$ cat config.mk
export PLATFORM = sky130hd
export DESIGN_NAME = control
export DESIGN_NICKNAME = d
export VERILOG_FILES = /design/src/rtl/ctrl_pkg.sv /design/src/rtl/ctrl_if.sv /design/src/rtl/control.sv /design/src/rtl/hazard_check.sv /design/src/rtl/writeback_decode.sv /design/src/rtl/flow_decode.sv /design/src/rtl/alu_decode.sv
export SDC_FILE = /design/constraint.sdc
export NUM_CORES = 1
export LEC_CHECK = 0
export BUFFER_PORTS_ARGS = -buffer_cell sky130_fd_sc_hd__buf_2
export CORE_MARGIN = 2
export CORE_UTILIZATION = 35
export DETAILED_ROUTE_END_ITERATION = 10
export GPL_TIMING_DRIVEN = 0
export PLACE_DENSITY = 0.71
export RECOVER_POWER = 50
export SETUP_SLACK_MARGIN = 0.1
export SKIP_LAST_GASP = 1
export SYNTH_ARGS = -nofsm -noshare
export SYNTH_HDL_FRONTEND = slang
export SYNTH_SLANG_ARGS = --single-unit
$ cat constraint.sdc
create_clock -name vclk -period 1.11
set_input_delay 0.0555 -clock vclk [all_inputs]
set_output_delay 0.0555 -clock vclk [all_outputs]
set_load 0.01 [all_outputs]
$ cat src/rtl/ctrl_pkg.sv
package ctrl_pkg;

    typedef logic [15:0] instr_t;
    typedef logic [4:0]  opcode_t;
    typedef logic [1:0]  func_t;
    typedef logic [3:0]  alu_op_t;
    typedef logic [2:0]  alu_b_sel_t;
    typedef logic [1:0]  wb_data_sel_t;
    typedef logic [1:0]  wb_reg_sel_t;
    typedef logic [1:0]  br_type_t;

    // major opcodes in instr[15:11]
    localparam opcode_t OP_HALT        = 5'b00000;
    localparam opcode_t OP_NOP         = 5'b00001;
    localparam opcode_t OP_J           = 5'b00100;
    localparam opcode_t OP_JR          = 5'b00101;
    localparam opcode_t OP_JAL         = 5'b00110;
    localparam opcode_t OP_JALR        = 5'b00111;
    localparam opcode_t OP_ADDI        = 5'b01000;
    localparam opcode_t OP_SUBI        = 5'b01001;
    localparam opcode_t OP_XORI        = 5'b01010;
    localparam opcode_t OP_ANDNI       = 5'b01011;
    localparam opcode_t OP_BEQZ        = 5'b01100;
    localparam opcode_t OP_BNEZ        = 5'b01101;
    localparam opcode_t OP_BLTZ        = 5'b01110;
    localparam opcode_t OP_BGEZ        = 5'b01111;
    localparam opcode_t OP_ST          = 5'b10000;
    localparam opcode_t OP_LD          = 5'b10001;
    localparam opcode_t OP_SLBI        = 5'b10010;
    localparam opcode_t OP_STU         = 5'b10011;
    localparam opcode_t OP_ROLI        = 5'b10100;
    localparam opcode_t OP_SLLI        = 5'b10101;
    localparam opcode_t OP_RORI        = 5'b10110;
    localparam opcode_t OP_SRLI        = 5'b10111;
    localparam opcode_t OP_LBI         = 5'b11000;
    localparam opcode_t OP_BTR         = 5'b11001;
    localparam opcode_t OP_RTYPE_SHIFT = 5'b11010;
    localparam opcode_t OP_RTYPE_ARITH = 5'b11011;
    localparam opcode_t OP_SEQ         = 5'b11100;
    localparam opcode_t OP_SLT         = 5'b11101;
    localparam opcode_t OP_SLE         = 5'b11110;
    localparam opcode_t OP_SCO         = 5'b11111;

    // function field in instr[1:0]
    localparam func_t FN_ADD  = 2'b00;
    localparam func_t FN_SUB  = 2'b01;
    localparam func_t FN_XOR  = 2'b10;
    localparam func_t FN_ANDN = 2'b11;
    localparam func_t FN_SLL  = 2'b00;
    localparam func_t FN_SRL  = 2'b01;
    localparam func_t FN_ROL  = 2'b10;
    localparam func_t FN_ROR  = 2'b11;

    localparam alu_op_t ALU_ROL  = 4'd0;
    localparam alu_op_t ALU_SLL  = 4'd1;
    localparam alu_op_t ALU_ROR  = 4'd2;
    localparam alu_op_t ALU_SRL  = 4'd3;
    localparam alu_op_t ALU_ADD  = 4'd4;
    localparam alu_op_t ALU_AND  = 4'd5;
    localparam alu_op_t ALU_XOR  = 4'd7;
    localparam alu_op_t ALU_SCO  = 4'd8;
    localparam alu_op_t ALU_SLBI = 4'd9;
    localparam alu_op_t ALU_BTR  = 4'd10;
    localparam alu_op_t ALU_SLT  = 4'd11;
    localparam alu_op_t ALU_LBI  = 4'd12;
    localparam alu_op_t ALU_SLE  = 4'd13;
    localparam alu_op_t ALU_SEQ  = 4'd14;
    localparam alu_op_t ALU_SUB  = 4'd15;

    localparam alu_b_sel_t ALU_B_ZERO = 3'd0;
    localparam alu_b_sel_t ALU_B_REG  = 3'd1;
    localparam alu_b_sel_t ALU_B_SE8  = 3'd2;
    localparam alu_b_sel_t ALU_B_SE5  = 3'd3;
    localparam alu_b_sel_t ALU_B_ZE5  = 3'd4;

    localparam wb_data_sel_t WB_MEM    = 2'd0;
    localparam wb_data_sel_t WB_ALU    = 2'd1;
    localparam wb_data_sel_t WB_PC_INC = 2'd3;

    localparam wb_reg_sel_t WB_RD_10_8 = 2'd0;
    localparam wb_reg_sel_t WB_RD_7_5  = 2'd1;
    localparam wb_reg_sel_t WB_RD_4_2  = 2'd2;
    localparam wb_reg_sel_t WB_R7      = 2'd3;

    localparam br_type_t BR_EQZ = 2'd0;
    localparam br_type_t BR_NEZ = 2'd1;
    localparam br_type_t BR_LTZ = 2'd2;
    localparam br_type_t BR_GEZ = 2'd3;

endpackage
$ cat src/rtl/ctrl_if.sv
`timescale 1ns/1ps

interface alu_ctrl_if import ctrl_pkg::*; ();
    alu_op_t    alu_op;
    alu_b_sel_t alu_b_sel;
    logic       inv_b;  // complement operand b
    logic       swap;   // exchange a and b
    logic       cin;
    logic       sign;   // signed compare / overflow

    modport src (output alu_op, alu_b_sel, inv_b, swap, cin, sign);
    modport dst (input alu_op, alu_b_sel, inv_b, swap, cin, sign);
endinterface

interface flow_ctrl_if import ctrl_pkg::*; ();
    logic     halt;
    logic     br;
    br_type_t br_type;
    logic     jump;
    logic     jal;       // link into r7
    logic     rs;        // target from register
    logic     pc_a_sel;  // 1 = pc_inc
    logic     pc_b_sel;  // 1 = 11-bit disp, 0 = 8-bit

    modport src (
        output halt, br, br_type, jump, jal, rs, pc_a_sel, pc_b_sel
    );
    modport dst (
        input halt, br, br_type, jump, jal, rs, pc_a_sel, pc_b_sel
    );
endinterface

$ cat src/rtl/control.sv
`timescale 1ns/1ps

module control import ctrl_pkg::*; (
    input  instr_t       instr,
    input  logic         rst_n,
    input  logic         stall,
    output alu_op_t      alu_op,
    output alu_b_sel_t   alu_b_sel,
    output logic         inv_b,
    output logic         swap,
    output logic         cin,
    output logic         sign,
    output logic         halt,
    output logic         br,
    output br_type_t     br_type,
    output logic         jump,
    output logic         jal,
    output logic         rs,
    output logic         pc_a_sel,
    output logic         pc_b_sel,
    output logic         reg_write_en,
    output wb_data_sel_t reg_write_data_sel,
    output wb_reg_sel_t  reg_write_reg_sel,
    output logic         mem_read,
    output logic         mem_write,
    output logic         check_rs,
    output logic         check_rt
);

    alu_ctrl_if  alu_bus ();
    flow_ctrl_if flow_bus ();

    alu_decode u_alu_decode (
        .instr (instr),
        .alu   (alu_bus.src)
    );

    flow_decode u_flow_decode (
        .instr (instr),
        .rst_n (rst_n),
        .flow  (flow_bus.src)
    );

    writeback_decode u_writeback_decode (
        .instr              (instr),
        .reg_write_en       (reg_write_en),
        .reg_write_data_sel (reg_write_data_sel),
        .reg_write_reg_sel  (reg_write_reg_sel),
        .mem_read           (mem_read),
        .mem_write          (mem_write)
    );

    hazard_check u_hazard_check (
        .instr    (instr),
        .stall    (stall),
        .check_rs (check_rs),
        .check_rt (check_rt)
    );

    // execute stage controls
    assign alu_op    = alu_bus.alu_op;
    assign alu_b_sel = alu_bus.alu_b_sel;
    assign inv_b     = alu_bus.inv_b;
    assign swap      = alu_bus.swap;
    assign cin       = alu_bus.cin;
    assign sign      = alu_bus.sign;

    // fetch and pc controls
    assign halt     = flow_bus.halt;
    assign br       = flow_bus.br;
    assign br_type  = flow_bus.br_type;
    assign jump     = flow_bus.jump;
    assign jal      = flow_bus.jal;
    assign rs       = flow_bus.rs;
    assign pc_a_sel = flow_bus.pc_a_sel;
    assign pc_b_sel = flow_bus.pc_b_sel;

endmodule

$ cat src/rtl/hazard_check.sv
`timescale 1ns/1ps

module hazard_check import ctrl_pkg::*; (
    input  instr_t instr,
    input  logic   stall,
    output logic   check_rs,
    output logic   check_rt
);

    opcode_t opcode;

    assign opcode = instr[15:11];

    always_comb begin
        check_rs = 1'b0;
        check_rt = 1'b0;
        case (opcode)
            OP_ST, OP_RTYPE_ARITH, OP_RTYPE_SHIFT,
            OP_SEQ, OP_SLT, OP_SLE, OP_SCO: begin
                check_rs = 1'b1;
                check_rt = 1'b1;    // both sources read
            end
            OP_ADDI, OP_SUBI, OP_XORI, OP_ANDNI,
            OP_ROLI, OP_SLLI, OP_RORI, OP_SRLI,
            OP_LD, OP_STU, OP_BTR, OP_SLBI,
            OP_BEQZ, OP_BNEZ, OP_BLTZ, OP_BGEZ: check_rs = 1'b1;
            OP_NOP: begin
                check_rs = stall;   // bubble keeps the compare alive
                check_rt = stall;
            end
            default: ;
        endcase
    end

endmodule

$ cat src/rtl/writeback_decode.sv
`timescale 1ns/1ps

module writeback_decode import ctrl_pkg::*; (
    input  instr_t       instr,
    output logic         reg_write_en,
    output wb_data_sel_t reg_write_data_sel,
    output wb_reg_sel_t  reg_write_reg_sel,
    output logic         mem_read,
    output logic         mem_write
);

    opcode_t opcode;
    logic    is_alu_imm;  // i-format alu and shift immediates
    logic    is_alu_reg;  // r-type groups and compares

    assign opcode = instr[15:11];

    assign is_alu_imm = (opcode inside {OP_ADDI, OP_SUBI, OP_XORI, OP_ANDNI,
                                        OP_ROLI, OP_SLLI, OP_RORI, OP_SRLI});
    assign is_alu_reg = (opcode inside {OP_RTYPE_ARITH, OP_RTYPE_SHIFT,
                                        OP_SEQ, OP_SLT, OP_SLE, OP_SCO});

    assign reg_write_en = is_alu_imm || is_alu_reg
                       || (opcode inside {OP_LD, OP_STU, OP_LBI, OP_SLBI, OP_BTR,
                                          OP_JAL, OP_JALR});

    // st also raises the read strobe
    assign mem_read  = (opcode inside {OP_ST, OP_LD, OP_STU});
    assign mem_write = (opcode inside {OP_ST, OP_STU});

    always_comb begin
        if (is_alu_imm || opcode == OP_ST || opcode == OP_LD) begin
            reg_write_reg_sel = WB_RD_7_5;
        end else if (is_alu_reg || opcode == OP_BTR) begin
            reg_write_reg_sel = WB_RD_4_2;
        end else if (opcode == OP_JAL || opcode == OP_JALR) begin
            reg_write_reg_sel = WB_R7;      // link register
        end else begin
            reg_write_reg_sel = WB_RD_10_8; // stu, lbi, slbi
        end
    end

    always_comb begin
        if (opcode == OP_JAL || opcode == OP_JALR) begin
            reg_write_data_sel = WB_PC_INC;
        end else if (is_alu_imm || is_alu_reg
                     || (opcode inside {OP_NOP, OP_STU, OP_LBI, OP_SLBI, OP_BTR})) begin
            reg_write_data_sel = WB_ALU;
        end else begin
            reg_write_data_sel = WB_MEM;
        end
    end

endmodule

$ cat src/rtl/flow_decode.sv
`timescale 1ns/1ps

module flow_decode import ctrl_pkg::*; (
    input  instr_t      instr,
    input  logic        rst_n,
    flow_ctrl_if.src    flow
);

    opcode_t opcode;

    assign opcode = instr[15:11];

    // halt is held off while the core is in reset
    assign flow.halt = (opcode == OP_HALT) && rst_n;

    assign flow.jump = (opcode inside {OP_J, OP_JR, OP_JAL, OP_JALR});
    assign flow.jal  = (opcode inside {OP_JAL, OP_JALR});
    assign flow.rs   = (opcode == OP_JALR);

    assign flow.pc_b_sel = (opcode inside {OP_J, OP_JAL});  // 11-bit displacement

    always_comb begin
        flow.br      = 1'b1;
        flow.br_type = BR_EQZ;
        case (opcode)
            OP_BEQZ: flow.br_type = BR_EQZ;
            OP_BNEZ: flow.br_type = BR_NEZ;
            OP_BLTZ: flow.br_type = BR_LTZ;
            OP_BGEZ: flow.br_type = BR_GEZ;
            default: flow.br = 1'b0;
        endcase
    end

    always_comb begin
        case (opcode)
            OP_HALT, OP_NOP, OP_JR: flow.pc_a_sel = 1'b0;
            OP_ADDI, OP_SUBI, OP_XORI, OP_ANDNI,
            OP_ROLI, OP_SLLI, OP_RORI, OP_SRLI,
            OP_ST, OP_LD, OP_STU, OP_BTR,
            OP_RTYPE_ARITH, OP_RTYPE_SHIFT,
            OP_SEQ, OP_SLT, OP_SLE, OP_SCO,
            OP_BEQZ, OP_BNEZ, OP_BLTZ, OP_BGEZ,
            OP_LBI, OP_SLBI, OP_J, OP_JAL, OP_JALR:
                flow.pc_a_sel = 1'b1;   // pc_inc feeds the adder
            default: flow.pc_a_sel = 1'b0;  // former siic / rti slots
        endcase
    end

endmodule

$ cat src/rtl/alu_decode.sv
`timescale 1ns/1ps

module alu_decode import ctrl_pkg::*; (
    input  instr_t         instr,
    alu_ctrl_if.src        alu
);

    opcode_t opcode;
    func_t   func;

    assign opcode = instr[15:11];
    assign func   = instr[1:0];

    always_comb begin
        alu.alu_op    = ALU_ROL;    // 0 when unused
        alu.alu_b_sel = ALU_B_ZERO;
        alu.inv_b     = 1'b0;
        alu.swap      = 1'b0;
        alu.cin       = 1'b0;
        alu.sign      = 1'b0;
        case (opcode)
            OP_ADDI: begin
                alu.alu_op    = ALU_ADD;
                alu.alu_b_sel = ALU_B_SE5;
            end
            OP_SUBI: begin
                alu.alu_op    = ALU_ADD;
                alu.alu_b_sel = ALU_B_SE5;
                alu.inv_b     = 1'b1;  // imm - rs
                alu.swap      = 1'b1;
                alu.cin       = 1'b1;
            end
            OP_ST, OP_LD, OP_STU: begin
                alu.alu_op    = ALU_ADD;    // address calc
                alu.alu_b_sel = ALU_B_SE5;
                alu.sign      = 1'b1;
            end
            OP_XORI: begin
                alu.alu_op    = ALU_XOR;
                alu.alu_b_sel = ALU_B_ZE5;
            end
            OP_ANDNI: begin
                alu.alu_op    = ALU_AND;
                alu.alu_b_sel = ALU_B_ZE5;
                alu.inv_b     = 1'b1;
            end
            OP_ROLI: begin
                alu.alu_op    = ALU_ROL;
                alu.alu_b_sel = ALU_B_ZE5;
            end
            OP_SLLI: begin
                alu.alu_op    = ALU_SLL;
                alu.alu_b_sel = ALU_B_ZE5;
            end
            OP_RORI: begin
                alu.alu_op    = ALU_ROR;
                alu.alu_b_sel = ALU_B_ZE5;
            end
            OP_SRLI: begin
                alu.alu_op    = ALU_SRL;
                alu.alu_b_sel = ALU_B_ZE5;
            end
            OP_RTYPE_ARITH: begin
                alu.alu_b_sel = ALU_B_REG;
                case (func)
                    FN_ADD:  alu.alu_op = ALU_ADD;
                    FN_SUB: begin
                        alu.alu_op = ALU_SUB;
                        alu.inv_b  = 1'b1;
                        alu.swap   = 1'b1;  // rt - rs
                        alu.cin    = 1'b1;
                    end
                    FN_XOR:  alu.alu_op = ALU_XOR;
                    FN_ANDN: begin
                        alu.alu_op = ALU_AND;
                        alu.inv_b  = 1'b1;
                    end
                endcase
            end
            OP_RTYPE_SHIFT: begin
                alu.alu_b_sel = ALU_B_REG;  // shift amount from rt
                case (func)
                    FN_SLL: alu.alu_op = ALU_SLL;
                    FN_SRL: alu.alu_op = ALU_SRL;
                    FN_ROL: alu.alu_op = ALU_ROL;
                    FN_ROR: alu.alu_op = ALU_ROR;
                endcase
            end
            OP_SEQ: begin
                alu.alu_op    = ALU_SEQ;
                alu.alu_b_sel = ALU_B_REG;
                alu.sign      = 1'b1;
            end
            OP_SLT: begin
                alu.alu_op    = ALU_SLT;
                alu.alu_b_sel = ALU_B_REG;
                alu.cin       = 1'b1;
                alu.sign      = 1'b1;
            end
            OP_SLE: begin
                alu.alu_op    = ALU_SLE;
                alu.alu_b_sel = ALU_B_REG;
                alu.cin       = 1'b1;
            end
            OP_SCO: begin
                alu.alu_op    = ALU_SCO;
                alu.alu_b_sel = ALU_B_REG;
                alu.sign      = 1'b1;
            end
            OP_BTR: alu.alu_op = ALU_BTR;   // b unused
            OP_LBI: begin
                alu.alu_op    = ALU_LBI;
                alu.alu_b_sel = ALU_B_SE8;
            end
            OP_SLBI: begin
                alu.alu_op    = ALU_SLBI;
                alu.alu_b_sel = ALU_B_SE8;
            end
            OP_JR:   alu.alu_b_sel = ALU_B_SE8;  // rs + imm8 target
            OP_JALR: begin
                alu.alu_op    = ALU_ADD;
                alu.alu_b_sel = ALU_B_SE8;
            end
            default: ;
        endcase
    end

endmodule

======== After elaboration in Yosys (flattened, before gate mapping) ========
Memory sizes are Yosys's and may differ from the RTL's.
Index checks and enable logic that the tools add are counted.
storage, ports and cells
  flip-flop bits (word level) ............. 0
  output and inout bits ................... 29
  memories kept ........................... 1
  bits in read-only memories .............. 32
memories
  name              words  bits a word  read ports  clocked after memory_dff  wr ports  RTL line           RTL
  (name not given)  32     1            1           0                         0         flow_decode.sv:35  case (opcode)
operators by class
  reduce and logical (&&, ||, !) cells .... 31
  equality and inequality tests ........... 32
  muxes and demuxes ....................... 19
operators with widths
  cell                                                 count
  equality test 5 bit, second input constant           16
  case mux 4 bit (15 select lines)                     1
  equality test 5 x 4 -> 1 bit, second input constant  8
  case mux 4 bit (4 select lines)                      2
  OR reduction 6 bit                                   4
  OR reduction 23 bit                                  1
  equality test 5 x 3 -> 1 bit, second input constant  4
  case mux 3 bit (4 select lines)                      1
  case mux 1 bit (2 select lines)                      5
  2-to-1 mux 2 bit                                     4
  nonzero test 8 bit                                   1
  OR reduction 4 bit                                   2
  logical OR 1 bit                                     7
  nonzero test 7 bit                                   1
  OR reduction 7 bit                                   1
  case mux 2 bit (3 select lines)                      1
  nonzero test 2 bit                                   3
  nonzero test 6 bit                                   1
  equality test 5 x 1 -> 1 bit, second input constant  1
  zero test 5 bit                                      1
  2-to-1 mux 1 bit                                     5
  nonzero test 5 bit                                   1
  OR reduction 5 bit                                   1
  equality test 2 bit, second input constant           2
  other kinds (7)                                      8

======== Longest topological paths before layout ========
  depth after elaboration ................. 6
  depth in mapped cells ................... 6
  mapped depth without buffers ............ 6

======== Hierarchy ========
A second synthesis with hierarchy kept.
unflattened totals
  cells, all modules ...................... 116
  area, all modules ....................... 754.5 um^2
modules (own cells, without submodules)
  module            area an instance (um^2)  times used  cells each  seq. area each (um^2)
  alu_decode        439.2                    1           71          0.0
  writeback_decode  155.1                    1           23          0.0
  flow_decode       96.3                     1           12          0.0
  hazard_check      63.8                     1           10          0.0

======== Worst setup path after synthesis ========
No wires, ideal clock.
  kind .................................... input -> output
  start ................................... input port instr[0]
  end ..................................... output port alu_op[1]
  stages .................................. 6
  data required time ...................... 1.054 ns
  arrival ................................. 0.901 ns
  setup slack ............................. 0.154 ns
  buffers on the path ..................... 0
  cells stage by stage .................... inv_1 > ha_1 > nand2b_1 > a21oi_1 > a311oi_1 > o221ai_1
on the way
  cells in the longest elaborated chain, start to end .. 3
  elaborated cells between the ends (all ways) .. 7
  classes of those cells .................. eq/ne: 3; mux: 3; reduce/logical: 1
RTL lines
  what                                                RTL line                            RTL
  from (decl)                                         control.sv:4                        input instr_t instr,
  equality test 2 bit (tied with other cells)         alu_decode.sv:65, alu_decode.sv:82
  case mux 4 bit (4 select lines) (on tied branches)  alu_decode.sv:82, alu_decode.sv:65
  case mux 4 bit (15 select lines) (*)                alu_decode.sv:21                    case (opcode)
  to (decl)                                           control.sv:7                        output alu_op_t alu_op,
Mark *: on every way between the ends. The rest lies on a longest branch, timed or not. The select of a mux whose other input is x is not followed.

======== Worst setup path in the final report ========
  start ................................... input port instr[1]
  end ..................................... output port alu_op[1]
The elaborated chain is that of the path after synthesis.

==> qor.yml <==
run_status:
  outcome: "finished clean"
timing:
  min_period_over_period_pct: 99.9
  max_freq_mhz: 902
  finalCriticalPeriod_ns: 1.11
  finalHoldViolations: 0
  rsz0062_at_grt: "yes"
  setup_ws_ns: 0.000952
  hold-worst-slack_ns: 0.424
  setup_viol: 0
  tightest_slew_ns: 0.272
  relSlewSlack_pct: 81.9
  maxSlewViolCount: 0
grt:
  grt_max_degree: 11
  grt-ovfl-total: 0
  grt_pass1_vias: 869
  gr-usage-all-layers_pct: 24.2
  antenna_found_initial: 0
  grt_pass1_wl_mm: 3.95
placement:
  port_buffers: 38
  dpl.hpwl_mm: 1.70
  routabilityCongestion: 0.881
  pre_cts_ws_ns: -0.176
  place_inst: 179
critical_path:
  crit_buf_inv: 3
  critPathTopFamily: "compound AO/OA/AOI/OAI gates"
  start_kind: "input pin"
  cp_max_fo: 2
  path_class: "input pin to output pin"
  critPathCaptureType: "output pin"
  crit_arrival_ns: 1.05
  crit_slowest_cell: "a311oi_1"
  cp_slowest_stage_delay_ns: 0.24
  path_cells: "buf_6 > inv_4 > ha_4 > nand2b_1 > a21oi_1 > a311oi_1 > o221ai_1 > buf_2"
  cp.required_ns: 1.05
route:
  vias_per_cell: 5.57
  ant_nets: 0
  first_iter_violations: 45
  drc: 0
  dr_total_vias: 1052
  drt-wirelength-per-cell_um: 13.6
  wirelength_mm: 2.56
  drt_first_pass_iters: 4
synthesis:
  synth_nets: 137
  ys_top_cells_by_area: "nor2_1 11%, a21oi_1 8.7%, nand2_1 7.7%"
  synth_seq_area_share_pct: 0
  synth_area_per_cell_sq_um: 5.48
  synth_top_area_share_pct: 11.2
  synth_top_area_cell: "nor2_1"
  yosys_warnings: 0
  yosysUniqueCellTypes: 36
  netlist_area_sq_um: 636
  synthCells: 116
floorplan:
  start_util_pct: 37.2
  die_x_um: 46.6
  num_rows: 15
  pin_count: 47
  core-area_sq_um: 1710
  die_y_um: 46.6
  die_area_sq_um: 2170
pwr:
  p_leak_nw: 0.544
  swShare_pct: 54.4
  pwr-share-clk_pct: 0
  peakVddDrop_v: 0.000192
  pwr-share-seq_pct: 0
  p_per_area_nw_per_um2: 411
  p_sw_mw: 0.238
  internal_power_mw: 0.200
  p_comb_share_pct: 100.0
cells_and_area:
  area_delta_synth_final_pct: 67.3
  fin_cells: 189
  diodes: 0
  drive_gt1_share_pct: 47.0
  seq_area_sq_um: 0
  seq_cells: 0
  num-clock-buffers: 0
  fill_cells: 161
  multiInputGateArea_sq_um: 614
  fin_nets: 187
min_path:
  hp-class: "input pin to output pin"
clocking:
  cts_hold_buf: 0
job:
  maxCapViolCount: 0
## worst paths after layout
kind / from / end / slack [ns] / depth (start not counted)
hold / removal: instr[14] / pc_a_sel / 0.42 / 4
setup / recovery: instr[1] / alu_op[1] / 0.001 / 8
## tightest hold or removal path, delay by kind of cell
family / cells / cell delay (ns)
and+or+nand+nor: 2 / 0.11
buffers and inverters: 2 / 0.21
## routing by layer
layer | part of all wire [%] | wire length [um] | GRT usage, %
met1 | 42 | 1090 | 35.4
met2 | 47 | 1210 | 38.9
met3 | 8.7 | 222 | 0.784
met4 | 1.6 | 42 | 5.56
met5 | 0 | 0 | 0
## stage by stage
stage | total power, mW | util [%] | instance area (sq um) | setup TNS (ns)
CTS | 0.414 | 60.7 | 1040 | -0.00733
detailed placement | 0.341 | 50.2 | 857 | -0.336
global route | 0.475 | 62.3 | 1060 | -0.185
finish | 0.438 | 62.3 | 1060 | 0
floorplan | 0.223 | - | 636 | 0
global placement | 0.338 | 50.2 | 857 | -0.300
## cell usage in the layout, fill, tap and decap left out, types with 3 or more instances in the layout
| cell type | n |
|---|---|
| a21oi_1 | 11 |
| nor2_1 | 15 |
| buf_4 | 11 |
| nor3_1 | 5 |
| buf_2 | 37 |
| inv_2 | 4 |
| o21ai_1 | 7 |
| nand2b_1 | 4 |
| nand2_1 | 12 |
| buf_6 | 9 |
| o211ai_1 | 3 |
| nor2_2 | 3 |
| nand3_1 | 3 |
## synthesized netlist by cell type, drive strengths merged
cell type / n
a21oi: 11
a221o: 1
a22o: 2
a311oi: 1
a31oi: 2
and2: 1
and2b: 1
and3: 2
buf: 9
clkbuf: 2
ha: 3
inv: 7
mux2i: 1
nand2: 13
nand2b: 5
nand3: 3
nand3b: 2
nand4: 1
nor2: 19
nor2b: 4
nor3: 5
nor4: 1
o211ai: 3
o21a: 1
o21ai: 8
o221ai: 1
o22a: 1
o22ai: 2
o2bb2ai: 1
or2: 2
or3: 1
## power by group through the flow
stage / Combinational, mW / Clock [mW] / Sequential, mW
5_1_grt: 0.475 / 0 / 0
4_1_cts: 0.414 / 0 / 0
3_5_place_dp: 0.341 / 0 / 0
2_1_floorplan: 0.223 / 0 / 0
3_3_place_gp: 0.338 / 0 / 0
6_report: 0.438 / 0 / 0
## logic make-up (layout without fill, tap and decap cells)
family | Yosys count | count (layout) | synth area share, %
buffers and inverters | 18 | 66 | 12.8
multiplexers | 1 | 1 | 1.57
adder cells (fa/ha/maj) | 3 | 3 | 5.91
AO/OA/AOI/OAI | 34 | 34 | 33.5
AND/OR/NAND/NOR | 60 | 60 | 46.3
## area by class of cell
type,count,area share (%)
multi-input combinational,98,57.8
timing repair buffer,48,28.4
buffer,11,8.24
tap,25,2.94
inverter,7,2.71
## repair_timing
item                       CTS  global route
resized for setup           35             9
setup endpoints to repair   18            17
buffers inserted             7             1
cloned                       2             0
pin swaps                   11             4
Note: power is estimated with default switching activity, not from simulation.
